[config.mk]
export PLATFORM = sky130hd
export DESIGN_NAME = usb_fs_rx
export DESIGN_NICKNAME = d
export VERILOG_FILES = /design/src/usb_rx_pkg.sv /design/src/usb_rx_bit_if.sv /design/src/usb_line_recovery.sv /design/src/usb_packet_framer.sv /design/src/usb_crc_check.sv /design/src/usb_packet_decoder.sv /design/src/usb_fs_rx.sv
export SDC_FILE = /design/constraint.sdc
export NUM_CORES = 1
export LEC_CHECK = 0
export BUFFER_PORTS_ARGS = -buffer_cell sky130_fd_sc_hd__buf_2
export CAP_MARGIN = 10
export CORE_MARGIN = 2
export CORE_UTILIZATION = 35
export DETAILED_ROUTE_END_ITERATION = 12
export SYNTH_ARGS = -nofsm -noshare
export SYNTH_HDL_FRONTEND = slang
export SYNTH_SLANG_ARGS = --single-unit
[constraint.sdc]
create_clock -name clk_i -period 4.1 [get_ports clk_i]
set_input_delay 0.205 -clock clk_i [delete_from_list [all_inputs] [get_ports clk_i]]
set_output_delay 0.205 -clock clk_i [all_outputs]
set_load 0.01 [all_outputs]
[src/usb_rx_pkg.sv]
/*
 * Shared definitions for the full-speed USB receive path: recovered line
 * states, packet identifiers, field types and the CRC generator constants.
 */
package usb_rx_pkg;

  // line states recovered from the D+/D- pair, bit 2 marks a transition
  typedef enum logic [2:0] {
    SE0 = 3'b000,
    DK  = 3'b001,
    DJ  = 3'b010,
    DT  = 3'b100
  } line_state_e;

  // packet identifiers handled by the receiver, sent on the wire lsb first
  typedef enum logic [3:0] {
    UsbPidOut   = 4'b0001,
    UsbPidIn    = 4'b1001,
    UsbPidSetup = 4'b1101,
    UsbPidData0 = 4'b0011,
    UsbPidData1 = 4'b1011,
    UsbPidAck   = 4'b0010,
    UsbPidNak   = 4'b1010
  } usb_pid_e;

  localparam int unsigned PidW      = 4;
  localparam int unsigned AddrW     = 7;
  localparam int unsigned EndpW     = 4;
  localparam int unsigned ByteW     = 8;
  localparam int unsigned LineHistW = 12;

  typedef logic [PidW-1:0]  pid_t;
  typedef logic [AddrW-1:0] usb_addr_t;
  typedef logic [EndpW-1:0] usb_endp_t;
  typedef logic [ByteW-1:0] usb_byte_t;

  // both CRC registers start from all ones at the beginning of a packet
  localparam logic [4:0]  Crc5Init      = 5'b11111;
  localparam logic [15:0] Crc16Init     = 16'hFFFF;
  localparam logic [4:0]  Crc5Poly      = 5'b00101;
  localparam logic [15:0] Crc16Poly     = 16'h8005;
  localparam logic [4:0]  Crc5Residual  = 5'b01100;
  localparam logic [15:0] Crc16Residual = 16'h800D;

  // last six sync symbols K J K J K K, oldest symbol in the top two bits
  localparam logic [LineHistW-1:0] SyncPattern = 12'b01_10_01_10_01_01;
  // line history after reset holds nothing but K symbols
  localparam logic [LineHistW-1:0] HistAllK    = 12'b01_01_01_01_01_01;

endpackage

[src/usb_rx_bit_if.sv]
/*
 * Decoded bit stream with packet framing, from the framer to the decoder.
 */
`timescale 1ns/1ns

interface usb_rx_bit_if;

  // one pulse per unstuffed data bit
  logic bit_valid;
  // bit value, only looked at while bit_valid is high
  logic bit_data;
  // pulse as sync completes and the PID begins
  logic pkt_start;
  // pulse as the packet closes on EOP or a stuffing error
  logic pkt_end;
  // sticky stuffing error for the current packet
  logic stuff_err;

  modport framer (
    output bit_valid, bit_data, pkt_start, pkt_end, stuff_err
  );

  modport decoder (
    input bit_valid, bit_data, pkt_start, pkt_end, stuff_err
  );

endinterface

[src/usb_line_recovery.sv]
/*
 * Line state and bit clock recovery. Samples D+/D- at four times the bit
 * rate, guards every change with a transition cycle and tracks bit phase.
 */
`timescale 1ns/1ns

module usb_line_recovery (
  input  logic                    clk_i,
  input  logic                    rst_ni,
  input  logic                    usb_dp_i,
  input  logic                    usb_dn_i,
  output usb_rx_pkg::line_state_e line_state_o,
  output logic                    sample_strobe_o,
  output logic                    bit_strobe_o
);
  import usb_rx_pkg::*;

  line_state_e line_sym;
  line_state_e line_state_q, line_state_d;
  logic [1:0]  bit_phase_q;

  // SE1 is illegal on the bus and is folded into SE0
  always_comb begin
    case ({usb_dp_i, usb_dn_i})
      2'b10:   line_sym = DJ;
      2'b01:   line_sym = DK;
      default: line_sym = SE0;
    endcase
  end

  // a change on the pair costs one DT cycle so that skew between D+ and
  // D- is never taken for a symbol, the pair is read again after it
  always_comb begin
    line_state_d = line_state_q;
    if (line_state_q == DT) begin
      line_state_d = line_sym;
    end else if (line_sym != line_state_q) begin
      line_state_d = DT;
    end
  end

  ////////////////////////////////////////////////////////////////////////////
  // bit clock recovery
  ////////////////////////////////////////////////////////////////////////////

  // every DT realigns the phase to the sender, phase 1 is the mid-bit
  // sample and phase 2 marks the bit for the outside world
  always_ff @(posedge clk_i or negedge rst_ni) begin
    if (!rst_ni) begin
      line_state_q <= SE0;
      bit_phase_q  <= 2'd0;
    end else begin
      line_state_q <= line_state_d;
      if (line_state_q == DT) begin
        bit_phase_q <= 2'd0;
      end else begin
        bit_phase_q <= bit_phase_q + 2'd1;
      end
    end
  end

  assign line_state_o    = line_state_q;
  assign sample_strobe_o = (bit_phase_q == 2'd1);
  assign bit_strobe_o    = (bit_phase_q == 2'd2);

  // a clean line settles on a new symbol after a transition, never back
  // on the one it left
  a_dt_single_cycle: assert property (
    @(posedge clk_i) disable iff (!rst_ni)
    (line_state_q == DT) |=> (line_state_q != $past(line_state_q, 2))
  );

endmodule

[src/usb_packet_framer.sv]
/*
 * Packet framer. Keeps the sampled line history, finds sync and EOP,
 * decodes NRZI and removes stuffed bits while flagging stuffing errors.
 */
`timescale 1ns/1ns

module usb_packet_framer #(
  parameter int unsigned EopSe0Bits = 2
) (
  input  logic                    clk_i,
  input  logic                    rst_ni,
  input  usb_rx_pkg::line_state_e line_state_i,
  input  logic                    sample_strobe_i,
  usb_rx_bit_if.framer            bit_if,
  output logic                    sop_o
);
  import usb_rx_pkg::*;

  logic [LineHistW-1:0] line_history_q;
  // the sample strobe one cycle late, when the history holds the new symbol
  logic                 decode_q;
  logic                 in_packet_q, in_packet_d;
  logic                 se0_eop;
  logic                 din, dvalid_raw;
  // the last six raw data bits, newest in bit 0
  logic [5:0]           ones_q;
  logic                 stuff_err_q;

  ////////////////////////////////////////////////////////////////////////////
  // line history and packet framing
  ////////////////////////////////////////////////////////////////////////////

  // EOP needs one or two SE0 samples depending on the build
  assign se0_eop = (EopSe0Bits == 1) ? (line_history_q[1:0] == 2'b00)
                                     : (line_history_q[3:0] == 4'b0000);

  // the packet opens on the end of sync and closes on EOP
  // a stuffing error ends it at once without waiting for the line
  always_comb begin
    in_packet_d = in_packet_q;
    if (!in_packet_q) begin
      if (decode_q && (line_history_q == SyncPattern)) begin
        in_packet_d = 1'b1;
      end
    end else if (stuff_err_q || (decode_q && se0_eop)) begin
      in_packet_d = 1'b0;
    end
  end

  // start of sync is the first J to K step on an idle bus
  assign sop_o = decode_q && !in_packet_q && (line_history_q[3:0] == 4'b10_01);

  ////////////////////////////////////////////////////////////////////////////
  // NRZI decode and bit unstuffing
  ////////////////////////////////////////////////////////////////////////////

  // no change between two symbols is a one, a change is a zero
  assign din = (line_history_q[3:2] == line_history_q[1:0]);

  // only pairs of J and K carry data, anything with SE0 or DT is dropped
  assign dvalid_raw = decode_q && in_packet_q &&
                      (line_history_q[3:0] inside {4'b0101, 4'b0110, 4'b1001, 4'b1010});

  always_ff @(posedge clk_i or negedge rst_ni) begin
    if (!rst_ni) begin
      line_history_q <= HistAllK;
      decode_q       <= 1'b0;
      in_packet_q    <= 1'b0;
      ones_q         <= '0;
      stuff_err_q    <= 1'b0;
    end else begin
      decode_q    <= sample_strobe_i;
      in_packet_q <= in_packet_d;
      if (sample_strobe_i) begin
        line_history_q <= {line_history_q[LineHistW-3:0], line_state_i[1:0]};
      end
      if (bit_if.pkt_start) begin
        ones_q <= '0;
      end else if (dvalid_raw) begin
        ones_q <= {ones_q[4:0], din};
      end
      // a seventh one in a row breaks the stuffing rule
      if (bit_if.pkt_start) begin
        stuff_err_q <= 1'b0;
      end else if (dvalid_raw && din && (&ones_q)) begin
        stuff_err_q <= 1'b1;
      end
    end
  end

  // the bit after six ones is the stuffed zero and never leaves the framer
  assign bit_if.bit_valid = dvalid_raw && !(&ones_q);
  assign bit_if.bit_data  = din;
  assign bit_if.pkt_start = in_packet_d && !in_packet_q;
  assign bit_if.pkt_end   = !in_packet_d && in_packet_q;
  assign bit_if.stuff_err = stuff_err_q;

  // data bits only come between the opening sync and the closing pulse
  a_bit_in_packet: assert property (
    @(posedge clk_i) disable iff (!rst_ni)
    bit_if.bit_valid |-> (in_packet_q && !bit_if.pkt_end)
  );

endmodule

[src/usb_crc_check.sv]
/*
 * Serial CRC5 and CRC16 checkers run side by side over the bits that
 * follow the PID, each flags a match with its good-packet residual.
 */
`timescale 1ns/1ns

module usb_crc_check (
  input  logic clk_i,
  input  logic rst_ni,
  input  logic crc_clear_i,
  input  logic crc_bit_valid_i,
  input  logic crc_bit_i,
  output logic crc5_ok_o,
  output logic crc16_ok_o
);
  import usb_rx_pkg::*;

  logic [4:0]  crc5_q;
  logic [15:0] crc16_q;
  logic        crc5_fb, crc16_fb;

  // feedback is the incoming bit against the register msb
  assign crc5_fb  = crc_bit_i ^ crc5_q[4];
  assign crc16_fb = crc_bit_i ^ crc16_q[15];

  // both registers only move on a payload bit and hold otherwise
  always_ff @(posedge clk_i or negedge rst_ni) begin
    if (!rst_ni) begin
      crc5_q  <= Crc5Init;
      crc16_q <= Crc16Init;
    end else if (crc_clear_i) begin
      crc5_q  <= Crc5Init;
      crc16_q <= Crc16Init;
    end else if (crc_bit_valid_i) begin
      crc5_q  <= {crc5_q[3:0], 1'b0} ^ ({5{crc5_fb}} & Crc5Poly);
      crc16_q <= {crc16_q[14:0], 1'b0} ^ ({16{crc16_fb}} & Crc16Poly);
    end
  end

  // the transmitted CRC is inverted, so a good packet leaves the residual
  assign crc5_ok_o  = (crc5_q == Crc5Residual);
  assign crc16_ok_o = (crc16_q == Crc16Residual);

endmodule

[src/usb_packet_decoder.sv]
/*
 * Packet decoder. Captures and checks the PID, counts the packet length,
 * pulls address and endpoint out of tokens, hands out data bytes and
 * reports the status of each packet as it ends.
 */
`timescale 1ns/1ns

module usb_packet_decoder (
  input  logic                  clk_i,
  input  logic                  rst_ni,
  usb_rx_bit_if.decoder         bit_if,
  output usb_rx_pkg::pid_t      pid_o,
  output usb_rx_pkg::usb_addr_t addr_o,
  output usb_rx_pkg::usb_endp_t endp_o,
  output usb_rx_pkg::usb_byte_t rx_data_o,
  output logic                  rx_data_put_o,
  output logic                  valid_pid_o,
  output logic                  valid_packet_o,
  output logic                  crc5_error_o,
  output logic                  crc16_error_o,
  output logic                  pid_error_o,
  output logic                  bitstuff_error_o,
  output logic                  pkt_end_o
);
  import usb_rx_pkg::*;

  // packet class from PID bits 1:0
  typedef enum logic [1:0] {
    PktSpecial   = 2'b00,
    PktToken     = 2'b01,
    PktHandshake = 2'b10,
    PktData      = 2'b11
  } pkt_class_e;

  logic [8:0]  full_pid_q;
  logic        pid_complete, pid_valid;
  pkt_class_e  pkt_class;
  logic        pay_bit, tok_shift;
  logic        len16_q;
  logic [3:0]  len_q;
  logic [11:0] token_q, token_d;
  usb_addr_t   addr_q;
  usb_endp_t   endp_q;
  logic [8:0]  rx_buf_q, rx_buf_base;
  logic        crc5_ok, crc16_ok;

  ////////////////////////////////////////////////////////////////////////////
  // PID capture
  ////////////////////////////////////////////////////////////////////////////

  // the PID shifts in lsb first behind a sentinel that lands in bit 0
  // once all eight bits are in
  assign pid_complete = full_pid_q[0];
  assign pid_valid    = (full_pid_q[4:1] == ~full_pid_q[8:5]);
  assign pkt_class    = pkt_class_e'(full_pid_q[2:1]);

  // every bit after the PID counts toward length and CRC
  assign pay_bit   = bit_if.bit_valid && pid_complete;
  assign tok_shift = pay_bit && (pkt_class == PktToken) && !token_q[0];
  assign token_d   = {bit_if.bit_data, token_q[11:1]};

  // a finished byte restarts the buffer on the following cycle
  assign rx_buf_base = (bit_if.pkt_start || rx_buf_q[0]) ? 9'h100 : rx_buf_q;

  always_ff @(posedge clk_i or negedge rst_ni) begin
    if (!rst_ni) begin
      full_pid_q <= '0;
      len16_q    <= 1'b0;
      len_q      <= '0;
      token_q    <= '0;
      rx_buf_q   <= '0;
    end else begin
      if (bit_if.pkt_start) begin
        full_pid_q <= 9'h100;
      end else if (bit_if.bit_valid && !pid_complete) begin
        full_pid_q <= {bit_if.bit_data, full_pid_q[8:1]};
      end
      // length is kept as the low four bits plus a sticky flag for 16 or more
      if (bit_if.pkt_start) begin
        len16_q <= 1'b0;
        len_q   <= '0;
      end else if (pay_bit) begin
        len16_q <= len16_q | (&len_q);
        len_q   <= len_q + 4'd1;
      end
      // eleven token bits, address first, then endpoint
      if (bit_if.pkt_start) begin
        token_q <= 12'h800;
      end else if (tok_shift) begin
        token_q <= token_d;
      end
      if (pay_bit && (pkt_class == PktData)) begin
        rx_buf_q <= {bit_if.bit_data, rx_buf_base[8:1]};
      end else begin
        rx_buf_q <= rx_buf_base;
      end
    end
  end

  // address and endpoint are taken on the bit that completes the token
  always_ff @(posedge clk_i) begin
    if (tok_shift && token_d[0]) begin
      {endp_q, addr_q} <= token_d[11:1];
    end
  end

  usb_crc_check crc0 (
    .clk_i           (clk_i),
    .rst_ni          (rst_ni),
    .crc_clear_i     (bit_if.pkt_start),
    .crc_bit_valid_i (pay_bit),
    .crc_bit_i       (bit_if.bit_data),
    .crc5_ok_o       (crc5_ok),
    .crc16_ok_o      (crc16_ok)
  );

  ////////////////////////////////////////////////////////////////////////////
  // status
  ////////////////////////////////////////////////////////////////////////////

  // length and CRC rules differ per class, special PIDs are never valid
  assign valid_packet_o = pid_valid && !bit_if.stuff_err &&
    (((pkt_class == PktHandshake) && !len16_q && (len_q == 4'd0)) ||
     ((pkt_class == PktToken) && len16_q && (len_q == 4'd0) && crc5_ok) ||
     ((pkt_class == PktData) && len16_q && (len_q[2:0] == 3'd0) && crc16_ok));

  assign valid_pid_o      = pid_valid;
  assign pid_o            = full_pid_q[4:1];
  assign addr_o           = addr_q;
  assign endp_o           = endp_q;
  assign rx_data_o        = rx_buf_q[8:1];
  assign rx_data_put_o    = rx_buf_q[0];
  assign pkt_end_o        = bit_if.pkt_end;
  assign crc5_error_o     = bit_if.pkt_end && (pkt_class == PktToken) && !crc5_ok;
  assign crc16_error_o    = bit_if.pkt_end && (pkt_class == PktData) && !crc16_ok;
  assign pid_error_o      = bit_if.pkt_end && !pid_valid;
  assign bitstuff_error_o = bit_if.pkt_end && bit_if.stuff_err;

  // the byte buffer and the length counter agree on every byte boundary
  a_put_single_cycle: assert property (
    @(posedge clk_i) disable iff (!rst_ni)
    rx_data_put_o |-> (len_q[2:0] == 3'd0)
  );

endmodule

[src/usb_fs_rx.sv]
/*
 * Full-speed USB packet receiver, from the D+/D- pair to decoded packets.
 */
`timescale 1ns/1ns

module usb_fs_rx #(
  parameter int unsigned EopSe0Bits = 2
) (
  input  logic                  clk_i,
  input  logic                  rst_ni,
  input  logic                  usb_dp_i,
  input  logic                  usb_dn_i,
  output logic                  bit_strobe_o,
  output logic                  pkt_start_o,
  output usb_rx_pkg::pid_t      pid_o,
  output usb_rx_pkg::usb_addr_t addr_o,
  output usb_rx_pkg::usb_endp_t endp_o,
  output usb_rx_pkg::usb_byte_t rx_data_o,
  output logic                  rx_data_put_o,
  output logic                  valid_pid_o,
  output logic                  valid_packet_o,
  output logic                  crc5_error_o,
  output logic                  crc16_error_o,
  output logic                  pid_error_o,
  output logic                  bitstuff_error_o,
  output logic                  pkt_end_o
);
  import usb_rx_pkg::*;

  line_state_e line_state;
  logic        sample_strobe;

  usb_rx_bit_if bit_if ();

  usb_line_recovery line0 (
    .clk_i           (clk_i),
    .rst_ni          (rst_ni),
    .usb_dp_i        (usb_dp_i),
    .usb_dn_i        (usb_dn_i),
    .line_state_o    (line_state),
    .sample_strobe_o (sample_strobe),
    .bit_strobe_o    (bit_strobe_o)
  );

  // sync detection drives the top level start pulse
  usb_packet_framer #(
    .EopSe0Bits (EopSe0Bits)
  ) framer0 (
    .clk_i           (clk_i),
    .rst_ni          (rst_ni),
    .line_state_i    (line_state),
    .sample_strobe_i (sample_strobe),
    .bit_if          (bit_if.framer),
    .sop_o           (pkt_start_o)
  );

  usb_packet_decoder decoder0 (
    .clk_i            (clk_i),
    .rst_ni           (rst_ni),
    .bit_if           (bit_if.decoder),
    .pid_o            (pid_o),
    .addr_o           (addr_o),
    .endp_o           (endp_o),
    .rx_data_o        (rx_data_o),
    .rx_data_put_o    (rx_data_put_o),
    .valid_pid_o      (valid_pid_o),
    .valid_packet_o   (valid_packet_o),
    .crc5_error_o     (crc5_error_o),
    .crc16_error_o    (crc16_error_o),
    .pid_error_o      (pid_error_o),
    .bitstuff_error_o (bitstuff_error_o),
    .pkt_end_o        (pkt_end_o)
  );

endmodule

# Word level (Yosys, flattened, before mapping)
# Index checks and enable logic that the tools add are counted.
# word_totals
out_inout_bits	33
ff_bits	93
inputBits	4
wordCells	128
# op_classes
add_sub_neg	2
n_eq_ne	18
mux	25
reduce_logical	60
bitwise_logic	6
# ops
operator	count
9-bit two-way mux	4
1-bit logical AND	33
16-bit two-way mux	2
12-bit two-way mux	2
16-bit equality test (second input constant)	1
16-bit bitwise XOR	1
2-bit nonzero test	7
12-bit by 11-bit equality test with 1-bit output (second input constant)	1
6-bit two-way mux	2
1-bit zero test	10
5-bit two-way mux	2
2-bit equality test (second input constant)	4
4-bit by 3-bit equality test with 1-bit output (second input constant)	2
4-bit equality test (second input constant)	2
4-bit zero test	2
4-bit two-way mux	2
1-bit two-way mux	7
2-bit by 1-bit equality test with 1-bit output (second input constant)	3
3-bit two-way mux	2
6-bit AND reduction	1
5-bit by 4-bit equality test with 1-bit output (second input constant)	1
5-bit by 3-bit bitwise XOR with 5-bit output	1
4-bit by 1-bit adder with 4-bit output (second input constant)	1
4-bit equality test	1
13 further kinds	17

# Longest topological paths before layout
# Gate-level depths: netlist of the first run.
# depth
ltp_word	9
ltp_mapped	7
depth_no_buf	5

# By module
# A second synthesis of the first run with hierarchy kept.
# unflattened
cells_unflattened	364
hier_area_um2	4246.6
# modules_own_cells
module	area_each_um2	cells_each	seq_area_each_um2	instances
usb_packet_decoder	1990.7	179	1206.2	1
usb_packet_framer	1004.7	77	533.0	1
usb_crc_check	984.7	84	551.8	1
usb_line_recovery	266.5	24	125.1	1

# Worst setup path before layout of the first run
# Ideal clock, no wire load.
# synth_timing
path_kind	register to register
startpoint	reg framer0.line_history_q[2]
endpoint	reg decoder0.addr_q[0], in the netlist decoder0.addr_o[0] (enable)
period_less_slack_ns	2.385
path_stages_with_launch	7
required_ns	3.722
arrival_time_ns	2.007
path_buffers	2
path_slack_ns	1.715
setup_ns	0.378
path_cell_list	dfstp_2 > buf_2 > xor2_1 > and4_1 > nand4b_1 > buf_2 > nor2_1
# synth_via
elab_chain_cells	8
elab_cells_between_ends	11
classes_between	eq/ne (4); reduce/logical (7)
# synth_rtl
element	line	source
start, declared	usb_packet_framer.sv:19	logic [LineHistW-1:0] line_history_q;
start signal, assigned	usb_packet_framer.sv:66	line_history_q <= HistAllK;
start signal, assigned	usb_packet_framer.sv:75	line_history_q <= {line_history_q[LineHistW-3:0], line_state_i[1:0]};
4-bit by 3-bit equality test with 1-bit output / 4-bit equality test (equally long branches)	usb_packet_framer.sv:62	(line_history_q[3:0] inside {4'b0101, 4'b0110, 4'b1001, 4'b1010});
4-bit nonzero test *	usb_packet_framer.sv:62	
1-bit logical AND *	usb_packet_framer.sv:61	assign dvalid_raw = decode_q && in_packet_q &&
1-bit logical AND *	usb_packet_framer.sv:92	assign bit_if.bit_valid = dvalid_raw && !(&ones_q);
1-bit logical AND *	usb_packet_decoder.sv:58	assign pay_bit = bit_if.bit_valid && pid_complete;
1-bit logical AND * (2 in series)	usb_packet_decoder.sv:59	assign tok_shift = pay_bit && (pkt_class == PktToken) && !token_q[0];
1-bit logical AND *	usb_packet_decoder.sv:102	if (tok_shift && token_d[0]) begin
end signal, assigned	usb_packet_decoder.sv:103	{endp_q, addr_q} <= token_d[11:1];
end, declared	usb_packet_decoder.sv:42	usb_addr_t addr_q;
# Every way passes the cells marked *; elsewhere a longest branch is shown, timed or not.
# A chain may end at the register's enable or synchronous reset.

# Worst setup path in the final report of the first run
# layout_timing
startpoint	reg decoder0.crc0.crc16_q[3]
endpoint	out valid_packet_o
# layout_via
elab_chain_cells	4
# layout_rtl
element	line	source
start, declared	usb_crc_check.sv:19	logic [15:0] crc16_q;
start signal, assigned	usb_crc_check.sv:30	crc16_q <= Crc16Init;
start signal, assigned	usb_crc_check.sv:33	crc16_q <= Crc16Init;
start signal, assigned	usb_crc_check.sv:36	crc16_q <= {crc16_q[14:0], 1'b0} ^ ({16{crc16_fb}} & Crc16Poly);
16-bit equality test	usb_crc_check.sv:42	assign crc16_ok_o = (crc16_q == Crc16Residual);
1-bit logical AND	usb_packet_decoder.sv:125	((pkt_class == PktData) && len16_q && (len_q[2:0] == 3'd0) && crc16_ok));
1-bit logical OR	usb_packet_decoder.sv:124	((pkt_class == PktToken) && len16_q && (len_q == 4'd0) && crc5_ok) ||
1-bit logical AND	usb_packet_decoder.sv:122	assign valid_packet_o = pid_valid && !bit_if.stuff_err &&
end, declared	usb_fs_rx.sv:21	output logic valid_packet_o,
# No other way between the ends.

==> results of run 1 <==
-- power groups by stage --
stage / registers (mW) / logic [mW] / clock network [mW]
floorplan: 1.07 / 0.320 / 0
global placement: 1.10 / 0.388 / 0
detailed placement: 1.11 / 0.390 / 0
CTS: 1.09 / 0.391 / 0.858
global route: 1.11 / 0.436 / 0.890
finish: 1.09 / 0.386 / 0.834
-- cells in the mapped netlist (all sizes together) (4+ instances only) --
| cell | n |
|---|---|
| xor2 | 5 |
| ha | 4 |
| clkbuf | 9 |
| a22o | 6 |
| nor2 | 15 |
| dfstp | 27 |
| nand4 | 4 |
| nand3 | 45 |
| o21ai | 34 |
| mux2 | 13 |
| inv | 9 |
| xnor2 | 7 |
| mux2i | 20 |
| dfrtp | 55 |
| edfxtp | 11 |
| buf | 17 |
| a21oi | 14 |
| nand2 | 24 |
| o211ai | 5 |
| nor3 | 5 |
-- cells in the final DEF, fill, tap and decap left out, types with 11 or more instances in the layout --
| cell | n |
|---|---|
| a21oi_1 | 14 |
| nand3_1 | 45 |
| nor2_1 | 14 |
| dfstp_2 | 27 |
| nand2_1 | 24 |
| mux2_2 | 13 |
| buf_2 | 35 |
| o21ai_0 | 33 |
| dfrtp_1 | 55 |
| mux2i_1 | 20 |
| edfxtp_1 | 11 |
-- final cells by class --
class | instances | share of cell area [%]
clock inverters | 6 | 1.30
clock buffers | 10 | 4.97
multi-input cells | 244 | 34.1
inverters | 9 | 0.702
well taps | 147 | 3.82
repair buffers | 43 | 4.89
flip-flops and latches | 93 | 50.2
-- sequential cells by signal, indices dropped and copies added, names as in the netlist --
signal	cells
decoder0.addr_o	7
decoder0.crc0.crc16_q	16
decoder0.crc0.crc5_q	5
decoder0.endp_o	4
decoder0.full_pid_q	9
decoder0.len16_q	1
decoder0.len_q	4
decoder0.rx_buf_q	9
decoder0.token_q	12
framer0.bit_if.stuff_err	1
framer0.decode_q	1
framer0.in_packet_q	1
framer0.line_history_q	12
framer0.ones_q	6
line0.bit_phase_q	2
line0.line_state_o	3
-- cells by family after synthesis --
| family | count (synthesis) |
|---|---|
| compound gates | 73 |
| xor+xnor | 14 |
| fa+ha+maj | 4 |
| buf+inv | 35 |
| flops | 93 |
| mux | 33 |
| simple gates | 120 |
-- path summary, 6_finish.rpt --
kind | to | depth (start not counted)
min in group clk_i | line0.line_state_o[0] | 2
min | decoder0.rx_buf_q[6] | 1
min reg2reg | decoder0.addr_o[3] | 0
max in group asynchronous | decoder0.token_q[2] | 1
max | valid_packet_o | 5
max reg2reg | decoder0.endp_o[3] | 5
-- through the flow --
| step | setup slack, ns | area, um^2 | total power [mW] | instances |
|---|---|---|---|---|
| final | 1.49 | 4810 | 2.31 | 552 |
| after global routing | 1.35 | 4810 | 2.43 | 552 |
| after CTS | 1.44 | 4810 | 2.34 | 552 |
| after detailed placement | 1.67 | 4510 | 1.50 | 536 |
| after global placement | 1.75 | 4510 | 1.49 | 536 |
| after floorplan | 1.71 | 4220 | 1.39 | 372 |
-- per-layer routing --
layer	track usage [%]	wire [um]	share of wire, %	vias to the layer above
li1	-	-	-	1397
met2	21.8	3830	45	71
met4	5.20	135	1.6	0
met1	19.0	4080	48	1449
met5	0	0	0	-
met3	3.61	382	4.5	12
==> out/metrics.csv, run 1 <==
metric,value,unit
Hold Path Class,primary input to asynchronous set/reset pin,
crit-path cells,or4b_2 > nor4_1 > nand3_1 > a21oi_1 > buf_2,
deepest level of the CTS H-tree,3,
switching share of power,27.8,%
maximum VDD drop,309,uV
post-synthesis net count,380,
vias in the first global route,2910,
clock skew,0.00736,ns
"Reg clk slew, reported paths",0.06,ns
Crit. Startpoint,decoder0.crc0.crc16_q[3],
Num Clock Sinks,93,
first drt pass iteration count,4,
Reg area,0.00242,mm^2
DR vias,2929,
simple-gate portion of the synthesized area,15.5,%
post-CTS sizing,0,
final setup vio count,0,
chip width,114,um
setup TNS,0,ns
Routed Antenna Nets,0,
"Slowest-stage cell, CP",or4b_2,
top post-synthesis cells by area,"dfrtp_1, dfstp_2, edfxtp_1",
DRT iter0 DRCs,253,
Final Hold Fails,0,
hold_buf cts,0,
worst-skew pair later-pin latency,0.34,ns
synth warn,0,
PwrDens,481,mW/mm^2
WL per Instance,15.3,um
core area,0.0119,mm^2
Max-Cap Viols,0,
async set-reset flop share out of synthesis,88.2,%
CTS root buf,clkbuf_16,
share of cells above drive strength 1,25.7,%
post-synth top area share,32.6,%
GPL Wtd Cong,0.678,
nets,408,
compound-gate portion of the synthesized area,10.4,%
DR vias/cell,5.31,
Critical Path End Type,primary output,
post-synth cell types,51,
f_max,383,MHz
delay of the slowest critical-path stage,0.59,ns
critical path startpoint category,flop,
"flops & latches, synth",93,
Internal,1.67,mW
CTS Buffer Depth,2,
top cell type by total area after synthesis,dfrtp_1,
min cycle time layout,2.61,ns
row cnt,40,
post-synthesis sequential area ratio,57.2,%
part of the power in registers,47.3,%
diode count,0,
Leakage,2.23,nW
"Primary FF master, synth",dfrtp_1,
fin util,40.4,%
fraction of the cycle the final worst path needs,63.6,%
# IOs,37,
final WL,8420,um
Multi-input gate area,0.00164,mm^2
RSZ-0062 raised after global routing,no,
result of the run,completed,
IO Port Bufs,36,
initial antenna violation count,0,
xor and xnor fraction of the mapped netlist area,3.55,%
Max-slew headroom,31.4,%
FF-to-FF Start,framer0.line_history_q[2],
post-CTS setup buffer count,0,
R2R Setup Slk,1.69,ns
area grow syn2layout,13.9,%
Post-Syn Area per Cell,11.4,um^2
HPWL reported at the end of detailed placement,5500,um
GRT Resource Usage Total,14.0,%
Slew @ Worst Pin,1.03,ns
die area,0.0130,mm^2
family with the most delay on the worst path,simple AND/OR/NAND/NOR gates,
total CTS buffers,9,
arrival time worst endpoint,2.40,ns
Clock power frac,36.1,%
Post-Synth Adder-Cell Area,1.18,%
TritonCTS clock tree,yes,
largest family of logic cells by synthesized area,simple AND/OR/NAND/NOR gates,
max-slew violation total from the final report,0,
largest net degree at the start of global routing,83,
mux cell area share after synthesis,8.20,%
Post-synth EDFFs,11,
initial core utilization,35.5,%
CP required,3.89,ns
Mapped Area,0.00422,mm^2
Layout fillers,1153,
first-pass GRT wire length,14400,um
WP buf/inv,1,
Worst Path Max Fanout,3,
P_sw,643,uW
grt ovf,0,
cell count after synthesis,372,
critical path type,flop to primary output,
detailed-route DRC error count,0,
Combinational Power Share,16.7,%
Die Height,114,um
Fin Hold WS,0.0315,ns
(Power assumes the default switching activity.)
==> run 2, diff against run 1 <==
--- a/config.mk
+++ b/config.mk
@@ -5,6 +5,7 @@
 export SDC_FILE = /design/constraint.sdc
 export NUM_CORES = 1
 export LEC_CHECK = 0
+export ABC_AREA = 1
 export BUFFER_PORTS_ARGS = -buffer_cell sky130_fd_sc_hd__buf_2
 export CAP_MARGIN = 10
 export CORE_MARGIN = 2
==> constraint.sdc (replaced) <==
create_clock -name clk_i -period 2.55 [get_ports clk_i]
set_input_delay 0.1275 -clock clk_i [delete_from_list [all_inputs] [get_ports clk_i]]
set_output_delay 0.1275 -clock clk_i [all_outputs]
set_load 0.01 [all_outputs]
==> run 2 against run 1 <==
  * The run now ends with hold timing left
  * Register-to-register slack worse by 1.0 ns
  * Routed wire length decreased by 1.2%
  * Utilization grew 0.59 points
  * Critical endpoint is now crc5_error_o
==> out/metrics.csv, run 2 <==
metric,value,unit
result of the run,"complete, but fails checks",
violated checks,hold timing,
P_sw,1.01,mW
arrival time worst endpoint,1.93,ns
row cnt,40,
first drt pass iteration count,5,
metal3 WL,269,um
switching share of power,28.1,%
delay of the slowest critical-path stage,0.57,ns
GRT Resource Usage Total,13.9,%
top cell type by total area after synthesis,dfrtp_1,
synth warn,0,
Most common cell on crit path,nor2_1,
Hold Path Class,primary input to asynchronous set/reset pin,
clock skew,0.00825,ns
post-CTS sizing,0,
Fin Hold WS,-0.0299,ns
synth cell count leaders,"nand2_1, nor2_1, inv_1",
part of the power in registers,48.8,%
PwrDens,734,mW/mm^2
vias in the first global route,3207,
min cycle time layout,2.06,ns
RSZ-0062 raised after global routing,no,
Layout fillers,1211,
Non-Filler Instances,705,
DR vias,3230,
Post-synth EDFFs,11,
# IOs,37,
Multi-input gate area,0.00156,mm^2
placed instance count,689,
area grow syn2layout,14.1,%
family with the most delay on the worst path,simple AND/OR/NAND/NOR gates,
Reg area,0.00242,mm^2
die area,0.0132,mm^2
Internal,2.60,mW
post-CTS setup buffer count,0,
final setup vio count,0,
"Slowest-stage cell, CP",dfstp_2,
DR vias/cell,4.58,
met2 WL,3950,um
post-synthesis sequential area ratio,56.0,%
Final WS setup,0.493,ns
chip width,115,um
Final Hold Fails,51,
Max-Cap Viols,0,
Metal-1 WL,3990,um
"Reg clk slew, reported paths",0.07,ns
critical path startpoint category,flop,
f_max,486,MHz
Biggest register,decoder0.crc0.crc16_q,
"flops & latches, synth",93,
Critical Path End Type,primary output,
WP buf/inv,2,
grt ovf,0,
CTS Buffer Depth,2,
maximum VDD drop,308,uV
Leakage,2.43,nW
Num Clock Sinks,93,
CTS root buf,clkbuf_16,
share of cells above drive strength 1,18.5,%
initial antenna violation count,0,
Post-Syn Area per Cell,8.34,um^2
top sig layer,met4,
top post-synthesis cells by area,"dfrtp_1, dfstp_2, nand2_1",
DRT iter0 DRCs,207,
CP required,2.42,ns
IO Port Bufs,36,
most numerous cell in the Yosys netlist,nand2_1,
post-synth top area share,31.9,%
TritonCTS clock tree,yes,
final WL,8330,um
Slew @ Worst Pin,1.01,ns
max-slew violation total from the final report,0,
Max-slew headroom,32.4,%
critical path type,flop to primary output,
Combinational Power Share,14.1,%
"Primary FF master, synth",dfrtp_1,
post-synth cell types,33,
pre-CTS WS,0.648,ns
Routed Antenna Nets,0,
Die Height,115,um
WL per Instance,11.8,um
core area,0.0120,mm^2
first-pass GRT wire length,14700,um
hold_buf cts,0,
biggest regs,"decoder0.crc0.crc16_q: 16 flops, decoder0.token_q: 12 flops, framer0.line_history_q: 12 flops",
cell count after synthesis,517,
Clock power frac,37.1,%
setup TNS,0,ns
Worst Path Max Fanout,9,
initial core utilization,35.9,%
"most common cell after layout, fill and taps aside",nand2_1,
GPL Wtd Cong,0.786,
nets,561,
async set-reset flop share out of synthesis,88.2,%
post-synthesis net count,525,
max reg flops,16,
deepest level of the CTS H-tree,3,
diode count,0,
most frequent cells in the layout,"nand2_1, nor2_1, inv_1",
HPWL reported at the end of detailed placement,5690,um
fin util,41.0,%
total CTS buffers,9,
"Power, Total",3.61,mW
largest net degree at the start of global routing,83,
Mapped Area,0.00431,mm^2
detailed-route DRC error count,0,
fraction of the cycle the final worst path needs,80.7,%
crit-path cells,inv_2 > nor2_4 > nand2_1 > nor2_1 > nand2_2 > nand3_1 > nor2_1 > buf_2,
worst-skew pair later-pin latency,0.34,ns
run 2: metrics by stage:
step	hold WS (ns)	cell area, um^2
floorplan	-0.168	4310
global placement	0.376	4620
detailed placement	0.378	4620
CTS	0.00981	4920
global route	0.0678	4920
finish	-0.0299	4920
run 2: cells by family after synthesis:
group	synth area share, %
adder cells (fa/ha/maj)	1.16
flip-flops	56.0
AO/OA/AOI/OAI	5.13
AND/OR/NAND/NOR	29.2
XOR/XNOR	0.406
multiplexers	0.261
buffers and inverters	7.80
run 2: final cells by class:
cell class                      count  share of cell area, %
Inverter                           68                   5.19
Tap cell                          147                   3.74
Multi-Input combinational cell    342                   31.7
Timing Repair Buffer               39                   4.17
Clock buffer                        9                   4.58
Clock inverter                      7                   1.50
Sequential cell                    93                   49.1
run 2: power by group through the flow:
stage | sequential (mW) | clock (mW) | combinational (mW)
floorplan | 1.76 | 0 | 0.398
global placement | 1.78 | 0 | 0.501
detailed placement | 1.79 | 0 | 0.515
CTS | 1.76 | 1.37 | 0.519
global route | 1.78 | 1.44 | 0.605
finish | 1.76 | 1.34 | 0.508
run 2: per-layer routing:
metal  vias up  track usage [%]
met5         -                0
met2        54             23.0
met1      1489             18.0
met3        12             3.11
li1       1675                -
met4         0             5.06
run 2: path summary, 6_finish.rpt:
path	from	slack [ns]	cells after the start	to
setup / recovery	framer0.line_history_q[2]	0.49	8	crc5_error_o
hold / removal	rst_ni	-0.03	1	decoder0.token_q[7]
setup reg to reg	framer0.line_history_q[0]	0.65	9	decoder0.len16_q
hold reg to reg	decoder0.token_q[2]	0.44	0	decoder0.addr_o[0]
max in group asynchronous	rst_ni	1.94	1	decoder0.len_q[1]
min in group clk_i	usb_dn_i	0.10	4	line0.line_state_o[1]
run 2: worst reg2reg max path, delay by kind of cell (launching register included):
| kind | cells | cell delay, ns |
|---|---|---|
| buf+inv | 2 | 0.24 |
| flops | 1 | 0.57 |
| simple gates | 7 | 0.99 |
